**src/hdl/credit_link_pkg.sv**
```systemverilog
/* Default parameter values for the credit link
   and the encoding of the link fault report. */

package credit_link_pkg;

  // Number of flows sharing one credit sender.
  localparam int def_num_flows = 4;

  // Data width of each item in bits.
  localparam int def_width = 16;

  // Receiver buffer depth, which is also the largest credit count.
  localparam int def_max_credit = 8;

  // Sticky link fault report from the monitor.
  // Bit 0 flags an overrun and bit 1 a spurious credit.
  typedef enum logic [1:0] {
    // No fault seen since reset.
    err_none            = 2'b00,
    // Item sent while the sender model held no credit.
    err_overrun         = 2'b01,
    // Credit returned that the sender never spent.
    err_spurious_credit = 2'b10,
    // Both faults seen.
    err_both            = 2'b11
  } link_err_e;

endpackage : credit_link_pkg

```
**src/hdl/credit_if.sv**
```systemverilog
/* Credit link between sender and receiver,
   with sender, receiver and monitor modports. */

`timescale 1ns/1ps

interface credit_if #(
  // Number of flows multiplexed onto the link.
  parameter int NumFlows = 1,
  // Data width in bits.
  parameter int Width = 1
);

  localparam int FlowWidth = (NumFlows == 1) ? 1 : $clog2(NumFlows);

  // One-cycle strobe, one item per strobe, no ready.
  logic                 link_valid;
  // Flow that the item came from.
  logic [FlowWidth-1:0] link_flow;
  // Item payload.
  logic [Width-1:0]     link_data;
  // One-cycle pulse, one credit back to the sender.
  logic                 link_credit;

  // Sender puts items on the link and collects credits.
  modport sender (output link_valid, output link_flow, output link_data, input link_credit);

  // Receiver takes every strobe and hands back credits.
  modport receiver (input link_valid, input link_flow, input link_data, output link_credit);

  // Monitor only observes.
  modport monitor (input link_valid, input link_flow, input link_data, input link_credit);

endinterface : credit_if

```
**src/hdl/credit_sender.sv**
```systemverilog
/* Credit sender: round-robin arbiter over the push flows,
   credit counter with reset-time initial value and withhold. */

`timescale 1ns/1ps

module credit_sender #(
  // Number of push flows.
  parameter int NumFlows = 1,
  // Data width in bits.
  parameter int Width = 1,
  // Largest credit count the receiver can back.
  parameter int MaxCredit = 1,

  localparam int CounterWidth = $clog2(MaxCredit + 1),
  localparam int FlowWidth    = (NumFlows == 1) ? 1 : $clog2(NumFlows)
) (
  input  logic                           clk,
  input  logic                           rst,

  // Counter load value, sampled every cycle of reset.
  input  logic [CounterWidth-1:0]        credit_initial,
  // Credits kept out of circulation.
  input  logic [CounterWidth-1:0]        credit_withhold,

  // Ready/valid push side, one lane per flow.
  input  logic [NumFlows-1:0]            push_valid,
  output logic [NumFlows-1:0]            push_ready,
  input  logic [NumFlows-1:0][Width-1:0] push_data,

  // Count minus withhold, floored at zero.
  output logic [CounterWidth-1:0]        credit_available,

  credit_if.sender                       link
);

  // Flow searched first on the next grant.
  logic [FlowWidth-1:0]    rr_ptr;
  logic [FlowWidth-1:0]    grant_idx;
  logic                    grant_found;
  logic                    push_xfer;
  logic [CounterWidth-1:0] credit_count;

  // Withheld credits are not spendable.
  assign credit_available = (credit_count > credit_withhold) ?
                            (credit_count - credit_withhold) : '0;

  // First valid flow at or after the pointer, only while a credit is spendable.
  always_comb begin
    int cand;
    grant_found = 1'b0;
    grant_idx   = '0;
    for (int i = 0; i < NumFlows; i++) begin
      cand = int'(rr_ptr) + i;
      if (cand >= NumFlows) begin
        cand = cand - NumFlows;
      end
      if (!grant_found && push_valid[cand] && (credit_available != '0)) begin
        grant_found = 1'b1;
        grant_idx   = FlowWidth'(cand);
      end
    end
  end

  // One-hot ready on the granted flow.
  always_comb begin
    push_ready = '0;
    if (grant_found) begin
      push_ready[grant_idx] = 1'b1;
    end
  end

  assign push_xfer = |(push_valid & push_ready);

  // Pointer moves one past the granted flow after each transfer.
  always_ff @(posedge clk) begin
    if (rst) begin
      rr_ptr <= '0;
    end else if (push_xfer) begin
      if (grant_idx == FlowWidth'(NumFlows - 1)) begin
        rr_ptr <= '0;
      end else begin
        rr_ptr <= grant_idx + 1'b1;
      end
    end
  end

  // One credit spent per transfer; a returned credit counts on the same edge.
  always_ff @(posedge clk) begin
    if (rst) begin
      credit_count <= credit_initial;
    end else begin
      credit_count <= credit_count + CounterWidth'(link.link_credit)
                                   - CounterWidth'(push_xfer);
    end
  end

  // Strobe goes out the cycle after the push transfer.
  always_ff @(posedge clk) begin
    if (rst) begin
      link.link_valid <= 1'b0;
    end else begin
      link.link_valid <= push_xfer;
    end
  end

  // Payload captured from the granted lane.
  always_ff @(posedge clk) begin
    if (push_xfer) begin
      link.link_flow <= grant_idx;
      link.link_data <= push_data[grant_idx];
    end
  end

  // Receiver must never return more credits than it can hold.
  credit_count_bound_a: assert property (@(posedge clk) disable iff (rst)
    credit_count <= CounterWidth'(MaxCredit))
    else $error("credit count above MaxCredit");

endmodule : credit_sender

```
**src/hdl/credit_receiver.sv**
```systemverilog
/* Credit receiver: circular buffer of MaxCredit items,
   output drain and one credit return per drained item. */

`timescale 1ns/1ps

module credit_receiver #(
  // Number of flows carried on the link.
  parameter int NumFlows = 1,
  // Data width in bits.
  parameter int Width = 1,
  // Buffer depth, matching the sender credit maximum.
  parameter int MaxCredit = 1,

  localparam int FlowWidth = (NumFlows == 1) ? 1 : $clog2(NumFlows)
) (
  input  logic                 clk,
  input  logic                 rst,

  credit_if.receiver           link,

  // Ready/valid output side.
  output logic                 out_valid,
  input  logic                 out_ready,
  output logic [Width-1:0]     out_data,
  output logic [FlowWidth-1:0] out_flow
);

  localparam int AddrWidth  = (MaxCredit == 1) ? 1 : $clog2(MaxCredit);
  localparam int CountWidth = $clog2(MaxCredit + 1);

  // Item storage.
  logic [Width-1:0]     buf_data [MaxCredit];
  logic [FlowWidth-1:0] buf_flow [MaxCredit];

  logic [AddrWidth-1:0]  wr_ptr;
  logic [AddrWidth-1:0]  rd_ptr;
  logic [CountWidth-1:0] count;
  logic [CountWidth-1:0] count_next;
  logic                  pop;

  // Advance a pointer with wrap at the buffer depth.
  function automatic logic [AddrWidth-1:0] next_addr(input logic [AddrWidth-1:0] addr);
    if (addr == AddrWidth'(MaxCredit - 1)) begin
      return '0;
    end
    return addr + 1'b1;
  endfunction

  assign pop        = out_valid & out_ready;
  assign count_next = count + CountWidth'(link.link_valid) - CountWidth'(pop);

  // Every strobe is written, there is no back-pressure on the link.
  always_ff @(posedge clk) begin
    if (link.link_valid) begin
      buf_data[wr_ptr] <= link.link_data;
      buf_flow[wr_ptr] <= link.link_flow;
    end
  end

  // Pointers and occupancy.
  always_ff @(posedge clk) begin
    if (rst) begin
      wr_ptr <= '0;
      rd_ptr <= '0;
      count  <= '0;
    end else begin
      if (link.link_valid) begin
        wr_ptr <= next_addr(wr_ptr);
      end
      if (pop) begin
        rd_ptr <= next_addr(rd_ptr);
      end
      count <= count_next;
    end
  end

  // Valid comes from a flop, so it rises the cycle after the write.
  always_ff @(posedge clk) begin
    if (rst) begin
      out_valid <= 1'b0;
    end else begin
      out_valid <= (count_next != '0);
    end
  end

  // Oldest entry, read straight from storage flops.
  assign out_data = buf_data[rd_ptr];
  assign out_flow = buf_flow[rd_ptr];

  // Credit goes back the cycle after the item leaves.
  always_ff @(posedge clk) begin
    if (rst) begin
      link.link_credit <= 1'b0;
    end else begin
      link.link_credit <= pop;
    end
  end

  // Sender credits must keep the buffer from overflowing.
  no_write_when_full_a: assert property (@(posedge clk) disable iff (rst)
    link.link_valid |-> (count < CountWidth'(MaxCredit)))
    else $error("link strobe into a full buffer");

  // Stalled output keeps its item.
  out_hold_a: assert property (@(posedge clk) disable iff (rst)
    out_valid && !out_ready |=> out_valid && $stable(out_data) && $stable(out_flow))
    else $error("output changed while stalled");

endmodule : credit_receiver

```
**src/hdl/credit_link_monitor.sv**
```systemverilog
/* Link monitor: independent credit model of the sender,
   sticky fault report and matching assertions. */

`timescale 1ns/1ps

module credit_link_monitor
  import credit_link_pkg::*;
#(
  // Number of flows on the link.
  parameter int NumFlows = 1,
  // Data width in bits.
  parameter int Width = 1,
  // Largest credit count.
  parameter int MaxCredit = 1,

  localparam int CountWidth = $clog2(MaxCredit + 1)
) (
  input  logic                  clk,
  input  logic                  rst,
  // Same load value the sender samples in reset.
  input  logic [CountWidth-1:0] credit_initial,
  credit_if.monitor             link,
  output link_err_e             link_error
);

  localparam int SumWidth = CountWidth + 1;

  // Model runs one strobe behind the sender counter.
  logic [CountWidth-1:0] model_count;
  // Credits in circulation since reset.
  logic [CountWidth-1:0] model_init;
  logic [SumWidth-1:0]   model_after;
  logic                  overrun;
  logic                  spent;
  logic                  spurious;
  logic [1:0]            err_bits;

  // A strobe with no model credit left.
  assign overrun = link.link_valid && (model_count == '0);
  assign spent   = link.link_valid && !overrun;

  // Count after this cycle, one bit wider to catch a climb past the initial value.
  assign model_after = SumWidth'(model_count) + SumWidth'(link.link_credit) - SumWidth'(spent);
  assign spurious    = link.link_credit && (model_after > SumWidth'(model_init));

  // Faulty credits are dropped so the model stays in range.
  always_ff @(posedge clk) begin
    if (rst) begin
      model_count <= credit_initial;
      model_init  <= credit_initial;
    end else if (spurious) begin
      model_count <= model_count - CountWidth'(spent);
    end else begin
      model_count <= model_after[CountWidth-1:0];
    end
  end

  // Sticky until reset.
  always_ff @(posedge clk) begin
    if (rst) begin
      err_bits <= '0;
    end else begin
      err_bits <= err_bits | {spurious, overrun};
    end
  end

  assign link_error = link_err_e'(err_bits);

  link_overrun_a: assert property (@(posedge clk) disable iff (rst)
    link.link_valid |-> (model_count != '0))
    else $error("link overrun, strobe flow %0d", link.link_flow);

  link_spurious_credit_a: assert property (@(posedge clk) disable iff (rst)
    link.link_credit |-> (model_after <= SumWidth'(model_init)))
    else $error("spurious credit returned");

endmodule : credit_link_monitor

```
**src/hdl/credit_link_top.sv**
```systemverilog
/* Credit link top level: sender, link interface,
   receiver and link monitor. */

`timescale 1ns/1ps

module credit_link_top
  import credit_link_pkg::*;
#(
  // Number of push flows.
  parameter int NumFlows = def_num_flows,
  // Data width in bits.
  parameter int Width = def_width,
  // Buffer depth and credit maximum.
  parameter int MaxCredit = def_max_credit,

  localparam int CounterWidth = $clog2(MaxCredit + 1),
  localparam int FlowWidth    = (NumFlows == 1) ? 1 : $clog2(NumFlows)
) (
  input  logic                           clk,
  input  logic                           rst,

  // Flow side.
  input  logic [NumFlows-1:0]            push_valid,
  output logic [NumFlows-1:0]            push_ready,
  input  logic [NumFlows-1:0][Width-1:0] push_data,

  // Output side.
  output logic                           out_valid,
  input  logic                           out_ready,
  output logic [Width-1:0]               out_data,
  output logic [FlowWidth-1:0]           out_flow,

  // Credit control.
  input  logic [CounterWidth-1:0]        credit_initial,
  input  logic [CounterWidth-1:0]        credit_withhold,

  // Observation.
  output logic [CounterWidth-1:0]        credit_available,
  output link_err_e                      link_error
);

  // Wire between the two sides.
  credit_if #(.NumFlows(NumFlows), .Width(Width)) link_bus ();

  credit_sender #(.NumFlows(NumFlows), .Width(Width), .MaxCredit(MaxCredit)) u_sender (
    .clk              (clk),
    .rst              (rst),
    .credit_initial   (credit_initial),
    .credit_withhold  (credit_withhold),
    .push_valid       (push_valid),
    .push_ready       (push_ready),
    .push_data        (push_data),
    .credit_available (credit_available),
    .link             (link_bus)
  );

  credit_receiver #(.NumFlows(NumFlows), .Width(Width), .MaxCredit(MaxCredit)) u_receiver (
    .clk       (clk),
    .rst       (rst),
    .link      (link_bus),
    .out_valid (out_valid),
    .out_ready (out_ready),
    .out_data  (out_data),
    .out_flow  (out_flow)
  );

  // Watches the link only.
  credit_link_monitor #(.NumFlows(NumFlows), .Width(Width), .MaxCredit(MaxCredit)) u_monitor (
    .clk            (clk),
    .rst            (rst),
    .credit_initial (credit_initial),
    .link           (link_bus),
    .link_error     (link_error)
  );

endmodule : credit_link_top

```
**config.mk**
```make
export PLATFORM = sky130hd
export DESIGN_NAME = credit_link_top
export DESIGN_NICKNAME = d
export VERILOG_FILES = /design/src/hdl/credit_link_pkg.sv /design/src/hdl/credit_if.sv /design/src/hdl/credit_sender.sv /design/src/hdl/credit_receiver.sv /design/src/hdl/credit_link_monitor.sv /design/src/hdl/credit_link_top.sv
export SDC_FILE = /design/constraint.sdc
export NUM_CORES = 1
export LEC_CHECK = 0
export BUFFER_PORTS_ARGS = -buffer_cell sky130_fd_sc_hd__buf_2
export CAP_MARGIN = 20
export CORE_ASPECT_RATIO = 1.2
export CORE_MARGIN = 10
export CORE_UTILIZATION = 30
export CTS_CLUSTER_DIAMETER = 60
export DETAILED_ROUTE_END_ITERATION = 10
export MAX_ROUTING_LAYER = met4
export SETUP_SLACK_MARGIN = 0.4
export SLEW_MARGIN = 40
export SYNTH_ARGS = -nofsm -noshare
export SYNTH_HDL_FRONTEND = slang
export SYNTH_SLANG_ARGS = --single-unit
```
**constraint.sdc**
```tcl
create_clock -name clk -period 9.7 [get_ports clk]
set_input_delay 0.485 -clock clk [delete_from_list [all_inputs] [get_ports clk]]
set_output_delay 0.485 -clock clk [all_outputs]
set_load 0.03 [all_outputs]
```
### Word-level counts from Yosys, hierarchy flattened

Memory sizes are Yosys's and may differ from the RTL's. A register that Yosys moved wholly into a read port is not among the register bits.
Index checks and enable logic that the tools add are counted.

* input bits: 79
* memory bits (writable): 144
* memories kept: 2
* bits in registers: 47
* output and inout port bits: 29
* logic and storage cells: 120

Memory list
* u_receiver.buf_data: words 8, width 16, rd ports 1, clocked after Yosys merged registers in 1, write ports 1, line credit_receiver.sv:32 `logic [Width-1:0] buf_data [MaxCredit];`
* u_receiver.buf_flow: words 8, width 2, rd ports 1, clocked after Yosys merged registers in 1, write ports 1, line credit_receiver.sv:33 `logic [FlowWidth-1:0] buf_flow [MaxCredit];`

* equal/unequal tests: 3
* reductions and logical operators: 19
* bitwise gates (word level): 3
* mux-type cells: 50
* magnitude comparators: 12
* $add $sub $neg: 18

Operators by type and width (number)
* $lt A32 B4 Y1 const B: 4
* $mux W32: 4
* $ge A32 B4 Y1 const B: 3
* $sub A32 B4 Y32 const B: 3
* $bmux W16 S2: 1
* $mux W3: 8
* $mux W1: 21
* $mux W4: 5
* $mux W16: 1
* $sub A4 B1 Y4: 3
* $logic_and A1 B1 Y1: 11
* $mux W2: 5
* $add A4 B1 Y4: 2
* $bmux W1 S2: 4
* $reduce_bool A4 Y1: 2
* $add A2 B2 Y3 const B: 2
* $add A3 B1 Y3 const B: 2
* $eq A3 B3 Y1 const B: 2
* $add A4 B1 Y5: 1
* $gt A5 B4 Y1: 1
* $sub A5 B1 Y5: 1
* $and A4 B4 Y4: 1
* $gt A4 B4 Y1: 1
* $logic_not A1 Y1: 4
* other kinds (13): 13

### Depth between registers and ports, before layout

Gate-level depths: netlist (run 1).

* word-level depth: 28
* depth in mapped cells: 23
* depth with buffers taken out: 21

### Modules after synthesis

From an unflattened synthesis (run 1), not the netlist that was laid out.

* cell total of the unflattened synthesis: 601
* area total of the unflattened synthesis: 8969.9 µm²

By module, submodules not included
* credit_receiver: instances 1, area an instance 6221.0 µm², cells an instance 285, sequential area each 4624.4 µm²
* credit_sender: instances 1, area an instance 2045.7 µm², cells an instance 245, sequential area each 680.7 µm²
* credit_link_monitor: instances 1, area an instance 703.2 µm², cells an instance 71, sequential area each 240.2 µm²

### Worst setup path before layout (run 1)

OpenSTA, ideal clock, no wires.

* kind: input to register
* start: in credit_withhold[0]
* end: reg u_sender.credit_count[2]
* path buffers: 2
* path slack: 4895 ps
* data required time: 9626 ps
* cell stages on the path: 22
* library setup time: 74 ps
* data arrival time: 4731 ps
* cells stage by stage: ha_1 inv_1 fa_1 nand3b_1 a211oi_1 nor2_1 and2_1 buf_4 buf_6 inv_1 ha_1 a22o_1 a221oi_1 nor3_1 and2_0 ha_1 inv_1 ha_1 inv_1 fa_1 xor2_1 o21ai_0

* cells in the longest elaborated chain, start to end: 26
* elaborated cells between the ends (all ways): 32
* classes of those cells: add/sub (2); order compare (3); mux (13); bitwise (1); reduce/logical (13)

RTL lines
* from (decl): line credit_link_top.sv:35 `input logic [CounterWidth-1:0] credit_withhold,`
* $sub A4 B4 Y4 or $gt A4 B4 Y1 (tied branches): line credit_sender.sv:45, credit_sender.sv:44
* $mux W4 (*): line credit_sender.sv:44 `assign credit_available = (credit_count > credit_withhold) ?`
* $reduce_bool A4 Y1 (*): line credit_sender.sv:57 `if (!grant_found && push_valid[cand] && (credit_available != '0)) begin`
* $logic_and A1 B1 Y1: line credit_sender.sv:57
* $mux W1: line credit_sender.sv:57
* $logic_not A1 Y1: line credit_sender.sv:57
* $logic_and A1 B1 Y1 (2 in series): line credit_sender.sv:57
* $mux W1: line credit_sender.sv:57
* (+8 left out)
* named net u_sender.grant_idx[0]: line credit_sender.sv:38 `logic [FlowWidth-1:0] grant_idx;`
* (+2 left out)
* $mux W1 (implied by the code): line credit_sender.sv:68 `push_ready[grant_idx] = 1'b1;`
* $demux W1 S2 (*)
* $mux W4 (*): line credit_sender.sv:67 `if (grant_found) begin`
* $and A4 B4 Y4 (*): line credit_sender.sv:72 `assign push_xfer = |(push_valid & push_ready);`
* $reduce_or A4 Y1 (*): line credit_sender.sv:72
* named net u_sender.push_xfer: line credit_sender.sv:40 `logic push_xfer;`
* $sub A4 B1 Y4 (*): line credit_sender.sv:93 `- CounterWidth'(push_xfer);`
* $mux W4 (*): line credit_sender.sv:89 `if (rst) begin`
* to (signal assigned): line credit_sender.sv:90 `credit_count <= credit_initial;`
* to (signal assigned): line credit_sender.sv:92 `credit_count <= credit_count + CounterWidth'(link.link_credit)`
* to (decl): line credit_sender.sv:41 `logic [CounterWidth-1:0] credit_count;`

The timed path passes the listed nets; every way through them passes the cells marked *.
A chain may end at the register's enable or synchronous reset.

### Final worst setup path (run 1)

* start: reg u_sender.credit_count[0]
* end: reg u_sender.credit_count[2]

* cells in the longest elaborated chain, start to end: 26
* elaborated cells between the ends (all ways): 33
* classes of those cells: add/sub (3); order compare (3); mux (13); bitwise (1); reduce/logical (13)

RTL lines (line)
* $sub A4 B4 Y4 or $gt A4 B4 Y1 (tied branches): credit_sender.sv:45, credit_sender.sv:44
* $mux W4 (*): credit_sender.sv:44
* $reduce_bool A4 Y1 (*): credit_sender.sv:57
* $logic_and A1 B1 Y1: credit_sender.sv:57
* $mux W1: credit_sender.sv:57
* $logic_not A1 Y1: credit_sender.sv:57
* $logic_and A1 B1 Y1 (2 in series): credit_sender.sv:57
* $mux W1: credit_sender.sv:57
* (+10 left out)
* $mux W1 (implied by the code): credit_sender.sv:68
* $demux W1 S2
* $mux W4 (*): credit_sender.sv:67
* $and A4 B4 Y4 (*): credit_sender.sv:72
* $reduce_or A4 Y1 (*): credit_sender.sv:72
* named net u_sender.push_xfer: credit_sender.sv:40
* $sub A4 B1 Y4 (*): credit_sender.sv:93
* $mux W4 (*): credit_sender.sv:89

Marks and branches as above.

==> metrics.txt, run 1 <==
vias per cell 4.77; Die Y 207 um; Worst EP required 10060 ps; CP Capture Type register; slowest CP cell and2_1; kind of critical path register to register; synth warn 0; routed length per instance 18.8 um; power per cell area 266 nW/um^2; dominant cell type by area after synthesis edfxtp_1; Period minus WS final 5290 ps; vias in the first global route 5570; most numerous cell in the Yosys netlist edfxtp_1; hold depth 1; Final Skew 9.41 ps; Final setup viols 0; global route overflow 0; unrepaired setup endpoints after global routing false; Fillers 2746; most frequent cells after synthesis edfxtp_1 (166), inv_1 (51), nand2_1 (51), mux4_2 (36), o21ai_0 (33); FFs w/ async S/R, synth 0; fin crit share 0.545; setup slack, reg-to-reg 4410 ps; post-CTS setup buffers 0; Port-buffer cells 107; Core Region 28800 um^2; number of max-cap violations 0; worst r2r src u_sender.credit_count[0]; FF-to-FF path depth 21; die span in x 176 um; critical path arrival 5650 ps; grt met2 use 0.198; Hold Fails Final Rpt 0; Max Root-Sink Buffers 2; I/O pin cnt 108; die area 36600 um^2; Hold EP u_monitor.model_init[2]; slew of the pin with the lowest slew margin 838 ps; GP Congestion 0.844; Setup TNS 0 ps; First-pass DRT Iterations 5; cells resized by post-CTS repair 0; row count 68; Synth top area share 0.567; layout cells sized above 1 0.299; largest net degree at the start of global routing 37; Rel. slew slack 0.441; status finished, final reports clean; most used cell, CP inv_1; CTS buffer count 17; Max Freq 0.189 GHz; GRT busiest layer met2; final WL 21000 um; Finished Layout Cells 1116; Placed Cells 1082; HP Class primary input to register; Seq cells post-synth 194; DRC 0; post-route ant nets 0; Mapped Avg Cell Area 14.5 um^2; crit path from u_sender.credit_count[0]; Post-synth EDFFs 166; sequential area share after synthesis 0.631; Critical Path Max Stage Delay 790 ps; H-tree depth 4; syn nets 719; clk_lat worst skew 440 ps; Hold-fix buffers, CTS 0; Worst setup SP type register; Netlist cell types 52; hold path start credit_initial[2]; Area Overhead vs Synth 18.1%; Leak Pwr 3.74 nW; TritonCTS clock tree yes; met1 usage 0.145; critical-path cell list inv_1 -> ha_1 -> inv_1 -> fa_1 -> a21o_1 -> o211ai_4 -> nor3_2 -> and2_1 -> inv_1 -> ha_1 -> a22o_1 -> a221oi_1 -> nor3_1 -> and2_0 -> ha_1 -> inv_1 -> ha_1 -> inv_1 -> fa_1 -> xor2_1 -> o21ai_0; top cells by area, synth edfxtp_1 (57%), mux4_2 (9.2%), dfxtp_1 (6.4%); Top FF cell, synth edfxtp_1; Root Driver clkbuf_16; Post-DP HPWL 14600 um; GRT Overall Usage 0.120; initial antenna violation count 1; Starting Density 0.305; fin. max-slew vios 0; synthesized area 8790 um^2; met3 Track Usage GR 0.0251; initial drt markers 293; clk sink count 194; multi-input logic area 2920 um^2; Storage cell area 5550 um^2; crit-path max FO 26; routed vias 5319; Worst R2R End u_sender.credit_count[2]; Clock Pin Slew Worst Setup and Hold Paths 70 ps; Nets 832; VDD IR max 0.210 mV; first-pass GRT wire length 32900 um; Mapped Cells 604
power by group:
part           switching [W]  internal (W)  total, W
registers          0.0000911       0.00107   0.00116
logic               0.000550      0.000366  0.000916
clock network       0.000336      0.000345  0.000681
worst max-delay path, delay by kind of cell (launching register included):
kind | cells | cell delay, ps
buffers and inverters | 5 | 390
AOI/OAI and AO/OA | 5 | 1000
adders and majority gates | 6 | 1490
DFF | 1 | 350
xor gates and xnor gates | 1 | 170
and+or+nand+nor | 4 | 1790
cell type report:
class | count | area share
sequential | 194 | 0.535
multi-input combinational | 331 | 0.281
timing repair buffer | 122 | 0.0624
tap | 385 | 0.0464
clock buffer | 17 | 0.0410
inverter | 51 | 0.0184
clock inverter | 15 | 0.0158
antenna | 1 | 0.000241
stage by stage:
| stage | hold WS, ps | total power, W | worst slack, ps | util | cell area, um^2 |
|---|---|---|---|---|---|
| 2_1_floorplan | 454 | 0.00185 | 4890 | - | 8790 |
| 3_3_place_gp | 468 | 0.00208 | 4480 | 0.339 | 9780 |
| 3_5_place_dp | 471 | 0.00211 | 4270 | 0.339 | 9780 |
| 4_1_cts | 211 | 0.00279 | 4440 | 0.359 | 10400 |
| 5_1_grt | 226 | 0.00294 | 3990 | 0.360 | 10400 |
| 6_report | 239 | 0.00276 | 4410 | 0.360 | 10400 |
placed cells by master (no fill, tap or decap), types with 3 or more instances in the layout:
master	netlist	final
mux2i_1	4	4
a32oi_1	16	16
mux4_2	36	36
nand2_1	51	51
fa_1	4	4
xnor2_1	8	8
buf_2	6	107
nor4_1	17	17
dfxtp_1	28	26
ha_1	32	32
inv_6	0	4
nor2b_1	3	3
a21oi_1	18	18
o21ai_1	3	3
inv_8	0	3
nor3_1	8	6
mux2_2	18	18
inv_1	51	51
buf_4	3	15
o21ai_0	33	33
o21a_1	3	3
o31ai_1	3	3
edfxtp_1	166	166
clkbuf_16	0	17
nor2_1	28	28
clkinv_8	0	4
xor2_1	5	5
nor4b_1	4	4
a21o_1	3	3
nand2b_1	6	6
sequential cells by signal, summed over array words and instances (netlist names), named ones only:
| name | count |
|---|---|
| u_receiver.buf_data | 128 |
| u_sender.rr_ptr | 2 |
| u_receiver.out_valid | 1 |
| u_monitor.model_count | 4 |
| u_monitor.model_init | 4 |
| u_sender.link.link_flow | 2 |
| u_receiver.rd_ptr | 3 |
| u_receiver.link.link_credit | 1 |
| u_sender.link.link_valid | 1 |
| u_monitor.link_error | 2 |
| u_sender.link.link_data | 16 |
| u_receiver.wr_ptr | 3 |
| u_receiver.count | 4 |
| u_receiver.buf_flow | 16 |
| u_sender.credit_count | 4 |
how the worst max path moves through the flow:
| stage | endpoint | slack (ps) | cells past startpoint |
|---|---|---|---|
| 4_1_cts | u_sender.credit_count[2] | 4440 | 21 |
| 3_5_place_dp | u_sender.credit_count[2] | 4270 | 21 |
| 5_1_grt | u_sender.credit_count[2] | 3990 | 21 |
| 2_1_floorplan | u_sender.credit_count[2] | 4890 | 22 |
| 6_report | u_sender.credit_count[2] | 4410 | 21 |
| 3_3_place_gp | u_sender.credit_count[2] | 4480 | 21 |
routing by layer:
layer | routed length (um) | up-vias
met5 | 0 | -
met4 | 209 | 0
met3 | 1010 | 12
met2 | 10700 | 171
met1 | 9130 | 2615
li1 | - | 2521
logic make-up after synthesis:
group | count (synthesis) | synth area share
compound gates | 89 | 0.0666
simple gates | 135 | 0.0753
flops | 194 | 0.631
mux | 58 | 0.120
buf+inv | 79 | 0.0393
fa+ha+maj | 36 | 0.0547
xor+xnor | 13 | 0.0130
Power figures use the tool's default switching activity.
==> run 2, diff against run 1 <==
--- a/config.mk
+++ b/config.mk
@@ -5,6 +5,7 @@
 export SDC_FILE = /design/constraint.sdc
 export NUM_CORES = 1
 export LEC_CHECK = 0
+export ABC_AREA = 1
 export BUFFER_PORTS_ARGS = -buffer_cell sky130_fd_sc_hd__buf_2
 export CAP_MARGIN = 20
 export CORE_ASPECT_RATIO = 1.2
==> constraint.sdc (replaced) <==
create_clock -name clk -period 5.47 [get_ports clk]
set_input_delay 0.2735 -clock clk [delete_from_list [all_inputs] [get_ports clk]]
set_output_delay 0.2735 -clock clk [all_outputs]
set_load 0.03 [all_outputs]
==> metrics.txt, run 2 <==
VDD IR max 0.368 mV (+75%); worst r2r src u_sender.credit_count[0]; Port-buffer cells 107 (unchanged); dominant cell type by area after synthesis edfxtp_1; Die Y 212 um (+2.3%); unrepaired setup endpoints after global routing false; Period minus WS final 4530 ps (-755 ps); crit-path max FO 36 (+38%); Hold-fix buffers, CTS 0 (unchanged); Mapped Avg Cell Area 9.87 um^2 (-32%); CP Capture Type register; slowest CP cell fa_1; Synth top area share 0.540 (-0.0276); Final Worst Setup Slack 935 ps (-3480 ps); slew of the pin with the lowest slew margin 794 ps (-44.3 ps); hold path start credit_initial[0]; row count 70 (+2.9%); routed vias 6705 (+26%); clk sink count 194 (unchanged); cells resized by post-CTS repair 0 (unchanged); Max Freq 0.221 GHz (+17%); final hold slack 37.5 ps (-202 ps); fin. max-slew vios 0 (unchanged); most used cell, CP inv_1; Core Region 30400 um^2 (+5.4%); CTS buffer count 17 (unchanged); Max Root-Sink Buffers 2 (unchanged); hold depth 1 (unchanged); Mapped Cells 936 (+55%); status finished, final reports clean; DRC 0 (unchanged); Setup TNS 0 ps (unchanged); Nets 1154 (+39%); FFs w/ async S/R, synth 0 (unchanged); Hold Fails Final Rpt 0 (unchanged); largest net degree at the start of global routing 73 (+97%); Netlist cell types 39 (-25%); clk_lat worst skew 430 ps (about the same); GRT Overall Usage 0.114 (-0.00599); number of inserted diodes 0 (-1); Rel. slew slack 0.471 (+0.0295); Top FF cell, synth edfxtp_1; Worst R2R End u_sender.credit_count[2]; number of max-cap violations 0 (unchanged); most frequent cells after synthesis edfxtp_1 (166), nor2_1 (166), inv_1 (128), nand2_1 (106), o21ai_0 (90); Final setup viols 0 (unchanged); GP Congestion 0.866 (+2.6%); critical path arrival 4830 ps (-820 ps); Area Overhead vs Synth 17.4%; Worst EP required 5770 ps (-4290 ps); Largest register FFs 128 (unchanged); synth warn 0 (unchanged); die area 38200 um^2 (+4.6%); top cells by area, synth edfxtp_1 (54%), nor2_1 (6.7%), dfxtp_1 (6.1%); sequential area share after synthesis 0.600 (-0.0307); syn nets 1051 (+46%); initial antenna violation count 0 (-1); top flop regs u_receiver.buf_data x128, u_receiver.buf_flow x16, u_sender.link.link_data x16; Top reg by flops u_receiver.buf_data; Starting Density 0.304 (-0.000746); most frequent cells in the layout nor2_1 (166), edfxtp_1 (166), inv_1 (128), buf_2 (107), nand2_1 (106); HP Class primary input to register; pre-CTS worst setup slack 629 ps (-3640 ps); global route overflow 0 (unchanged); setup slack, reg-to-reg 940 ps (-3480 ps); I/O pin cnt 108 (unchanged); Post-DP HPWL 14500 um (-0.36%); vias in the first global route 6730 (+21%); TritonCTS clock tree yes; post-CTS setup buffers 0 (unchanged); Post-synth EDFFs 166 (unchanged); post-route ant nets 0 (unchanged); First-pass DRT Iterations 5 (unchanged); vias per cell 4.63 (-2.8%); Final Skew 9.53 ps (+0.125 ps); PnR Total Power 0.00663 W (+140%); Hold EP u_monitor.model_init[0]; Critical Path Max Stage Delay 420 ps (-370 ps); die span in x 180 um (+2.2%); Worst setup SP type register; H-tree depth 4 (unchanged); layout cells sized above 1 0.176 (-0.123); Root Driver clkbuf_16; first-pass GRT wire length 34600 um (+5.1%); final WL 21500 um (+2.1%); fin crit share 0.829 (+0.284); power per cell area 611 nW/um^2 (+130%); FF-to-FF path depth 29 (+38%); synthesized area 9240 um^2 (+5.1%); Leak Pwr 4.57 nW (+22%); kind of critical path register to register; Clock Pin Slew Worst Setup and Hold Paths 70 ps (about the same); Core Util, Final 0.357 (-0.00303); initial drt markers 369 (+26%); routed length per instance 14.8 um (-21%); Seq cells post-synth 194 (unchanged)
run 2: cell types whose count changed after synthesis, sizes merged, moves of 36 or more:
cell and change:
nand3 +79, inv +82, mux4 -36, nand2 +63
nor2 +143, o21ai +56
run 2: cell type report:
type	count	area, um^2
fill	3031	19500
sequential	194	5550
multi-input combinational	565	3000
timing repair buffer	124	671
inverter	137	522
tap	396	495
clock buffer	17	425
clock inverter	15	186
run 2: per-layer routing:
| layer | wire length (um) | vias to the layer above | track usage |
|---|---|---|---|
| met5 | 0 | - | - |
| met4 | 320 | 0 | 0.0377 |
| met3 | 781 | 17 | 0.0170 |
| met2 | 10500 | 170 | 0.191 |
| met1 | 9900 | 3180 | 0.138 |
| li1 | - | 3338 | - |
run 2: power breakdown:
group          internal (W)  leakage [nW]  switching [W]
logic              0.000962          2.52        0.00205
clock network      0.000698         0.305       0.000577
registers           0.00212          1.74       0.000225
total               0.00378          4.57        0.00285
run 2: per-stage QoR:
| step | cells | instance area (um^2) |
|---|---|---|
| floorplan | 936 | 9240 |
| global placement | 1415 | 10200 |
| detailed placement | 1415 | 10200 |
| CTS | 1447 | 10800 |
| global route | 1448 | 10800 |
| finish | 1448 | 10800 |
run 2: worst max path at each step:
| stage | start | to | slack, ps | cells past startpoint |
|---|---|---|---|---|
| after global routing | u_sender.credit_count[0] | u_sender.credit_count[3] | 480 | 30 |
| after floorplan | u_sender.credit_count[0] | u_sender.credit_count[2] | 1300 | 29 |
| final | u_sender.credit_count[0] | u_sender.credit_count[2] | 940 | 29 |
| after CTS | u_sender.credit_count[0] | u_sender.credit_count[2] | 620 | 25 |
| after global placement | credit_withhold[0] | u_sender.credit_count[2] | 840 | 25 |
| after detailed placement | credit_withhold[0] | u_sender.credit_count[2] | 630 | 25 |
run 2: cell families after synthesis:
logic type	count (synthesis)	synth area share
fa+ha+maj	36	0.0520
compound gates	150	0.0917
buf+inv	177	0.0760
simple gates	369	0.170
flops	194	0.600
xor+xnor	10	0.00948
run 2: worst max-delay path, delay by kind of cell (launching register included):
| kind | cells | cell delay [ps] |
|---|---|---|
| adder cells (fa/ha/maj) | 6 | 1580 |
| AND/OR/NAND/NOR | 12 | 1350 |
| buffers and inverters | 8 | 740 |
| flip-flops | 1 | 310 |
| AO/OA/AOI/OAI | 2 | 240 |
| XOR/XNOR | 1 | 180 |
==> run 3, diff against run 2 <==
==> constraint.sdc (replaced) <==
create_clock -name clk -period 3.9 [get_ports clk]
set_input_delay 0.195 -clock clk [delete_from_list [all_inputs] [get_ports clk]]
set_output_delay 0.195 -clock clk [all_outputs]
set_load 0.03 [all_outputs]
==> metrics.txt, run 3 (same netlist as run 2, synthesis figures left out) <==
initial antenna violation count 0 (unchanged); H-tree depth 4 (unchanged); commonest non-fill, non-tap cell in the layout edfxtp_1; clock share of power 0.162 (-0.031); fin area 11200 um^2 (+2.9%); layout cells sized above 1 0.221 (+0.0455); Core Util, Final 0.367 (+0.0105); final WL 21800 um (+1.7%); NetSw 0.00429 W (+51%); Max Freq 0.265 GHz (+20%); CTS buffer count 17 (unchanged); crit-path max FO 4 (-89%); power per cell area 885 nW/um^2 (+45%); Fillers 3001 (-0.99%); slew of the pin with the lowest slew margin 760 ps (-33.5 ps); Post-DP Area 10400 um^2 (+2.0%); Clock Pin Slew Worst Setup and Hold Paths 70 ps (about the same); top flop regs u_receiver.buf_data x128, u_receiver.buf_flow x16, u_sender.link.link_data x16; row count 70 (unchanged); Flop pwr share 0.333 (-0.021); Period minus WS final 3780 ps (-759 ps); switch share 0.434 (+0.00439); most frequent cells in the layout edfxtp_1 (166), nor2_1 (164), inv_1 (119), buf_2 (107), nand2_1 (102); Storage cell area 5550 um^2 (about the same); GP Congestion 0.866 (about the same); clk_lat worst skew 430 ps (about the same); DRC 0 (unchanged); Area Overhead vs Synth 20.9%; fin. max-slew vios 0 (unchanged); first-pass GRT wire length 35500 um (+2.6%); largest net degree at the start of global routing 73 (unchanged); slowest CP cell fa_2; multi-input logic area 3190 um^2 (+6.6%); I/O pin cnt 108 (unchanged); CP Capture Type register; post-route ant nets 0 (unchanged); routed vias 6652 (-0.79%); Root Driver clkbuf_16; Gate power share 0.506 (+0.052); Die Y 212 um (unchanged); Final Worst Setup Slack 124 ps (-811 ps); Worst setup SP type register; Starting Density 0.304 (unchanged); Leak Pwr 4.62 nW (+1.1%); kind of critical path register to register; Rel. slew slack 0.493 (+0.0223); die span in x 180 um (unchanged); Max Root-Sink Buffers 2 (unchanged); Worst EP required 4200 ps (-1570 ps); die area 38200 um^2 (unchanged); initial drt markers 290 (-21%); First-pass DRT Iterations 5 (unchanged); GRT Overall Usage 0.117 (+0.00354); vias in the first global route 6910 (+2.7%); fin crit share 0.968 (+0.139); global route overflow 0 (unchanged); Power Internal 0.00559 W (+48%); routed length per instance 14.8 um (+0.15%); number of inserted diodes 0 (unchanged); VDD IR max 0.658 mV (+79%); TritonCTS clock tree yes; clk sink count 194 (unchanged); Setup TNS 0 ps (unchanged); Port-buffer cells 107 (unchanged); Hold Fails Final Rpt 0 (unchanged); final hold slack 127 ps (+89.9 ps); critical path arrival 4080 ps (-750 ps); number of max-cap violations 0 (unchanged); pre-CTS worst setup slack -5.15 ps (-634 ps); status finished, final reports clean; Final Skew 11.2 ps (+1.64 ps); vias per cell 4.52 (-2.3%); Final setup viols 0 (unchanged); Core Region 30400 um^2 (unchanged); Post-DP HPWL 14800 um (+2.0%); HP Class primary input to register; unrepaired setup endpoints after global routing true; Critical Path Max Stage Delay 380 ps (-40 ps); Top reg by flops u_receiver.buf_data; Nets 1177 (+2.0%); Largest register FFs 128 (unchanged)
-- run 3: changes by cell type in the layout (fill, tap and decap cells not counted), sizes merged --
| cell | previous run | this run |
|---|---|---|
| buf | 124 | 143 |
| dlygate4sd3 | 0 | 4 |
| inv | 142 | 135 |
| bufinv | 2 | 0 |
| clkbuf | 17 | 19 |
| clkinvlp | 0 | 4 |
| clkinv | 8 | 11 |
-- run 3: worst paths after layout --
| kind | startpoint | end | slack [ps] | cells past startpoint |
|---|---|---|---|---|
| setup / recovery | u_sender.credit_count[0] | u_sender.credit_count[3] | 120 | 29 |
| hold / removal | out_ready | u_receiver.link.link_credit | 130 | 3 |
| hold reg to reg | u_monitor.link_error[0] | u_monitor.link_error[0] | 460 | 2 |
| setup reg to reg | u_sender.credit_count[0] | u_sender.credit_count[3] | 120 | 29 |
-- run 3: critical path: cells and delay by family (launching register included) --
family	cells	cell delay, ps
adder cells (fa/ha/maj)	5	1080
AND/OR/NAND/NOR	11	1020
flip-flops	1	330
buffers and inverters	7	490
AO/OA/AOI/OAI	6	740
-- run 3: final cells by class --
cell class | instances | area share
clock buffers | 19 | 0.0388
clock inverters | 13 | 0.00964
flip-flops and latches | 194 | 0.497
repair buffers | 147 | 0.0761
multi-input cells | 565 | 0.286
well taps | 396 | 0.0444
inverters | 137 | 0.0478
-- run 3: power groups by stage --
stage,Combinational (W),Clock [W],Sequential [W]
after floorplan,0.00351,0,0.00322
after global placement,0.00468,0,0.00331
after detailed placement,0.00477,0,0.00333
after CTS,0.00492,0.00163,0.00328
after global routing,0.00565,0.00172,0.00333
final,0.00500,0.00160,0.00329
-- run 3: per-layer routing --
layer  track usage  routed length [um]
met4        0.0320                 199
met2         0.200               10700
met1         0.139               10100
met3        0.0238                 805
met5             -                   0
-- run 3: through the flow --
stage | power (W) | cells
CTS | 0.00984 | 1465
global placement | 0.00800 | 1424
detailed placement | 0.00810 | 1424
finish | 0.00988 | 1471
floorplan | 0.00673 | 936
global route | 0.0107 | 1471
-- run 3: timing repair --
| item | in CTS | in global routing |
|---|---|---|
| setup endpoints to repair | 3 | 9 |
| hold buffers | 4 | 0 |
| endpoints found under the hold margin | 4 | 0 |
| buffers inserted | 5 | 6 |
| resized for setup | 7 | 21 |
| pin swaps | 14 | 22 |
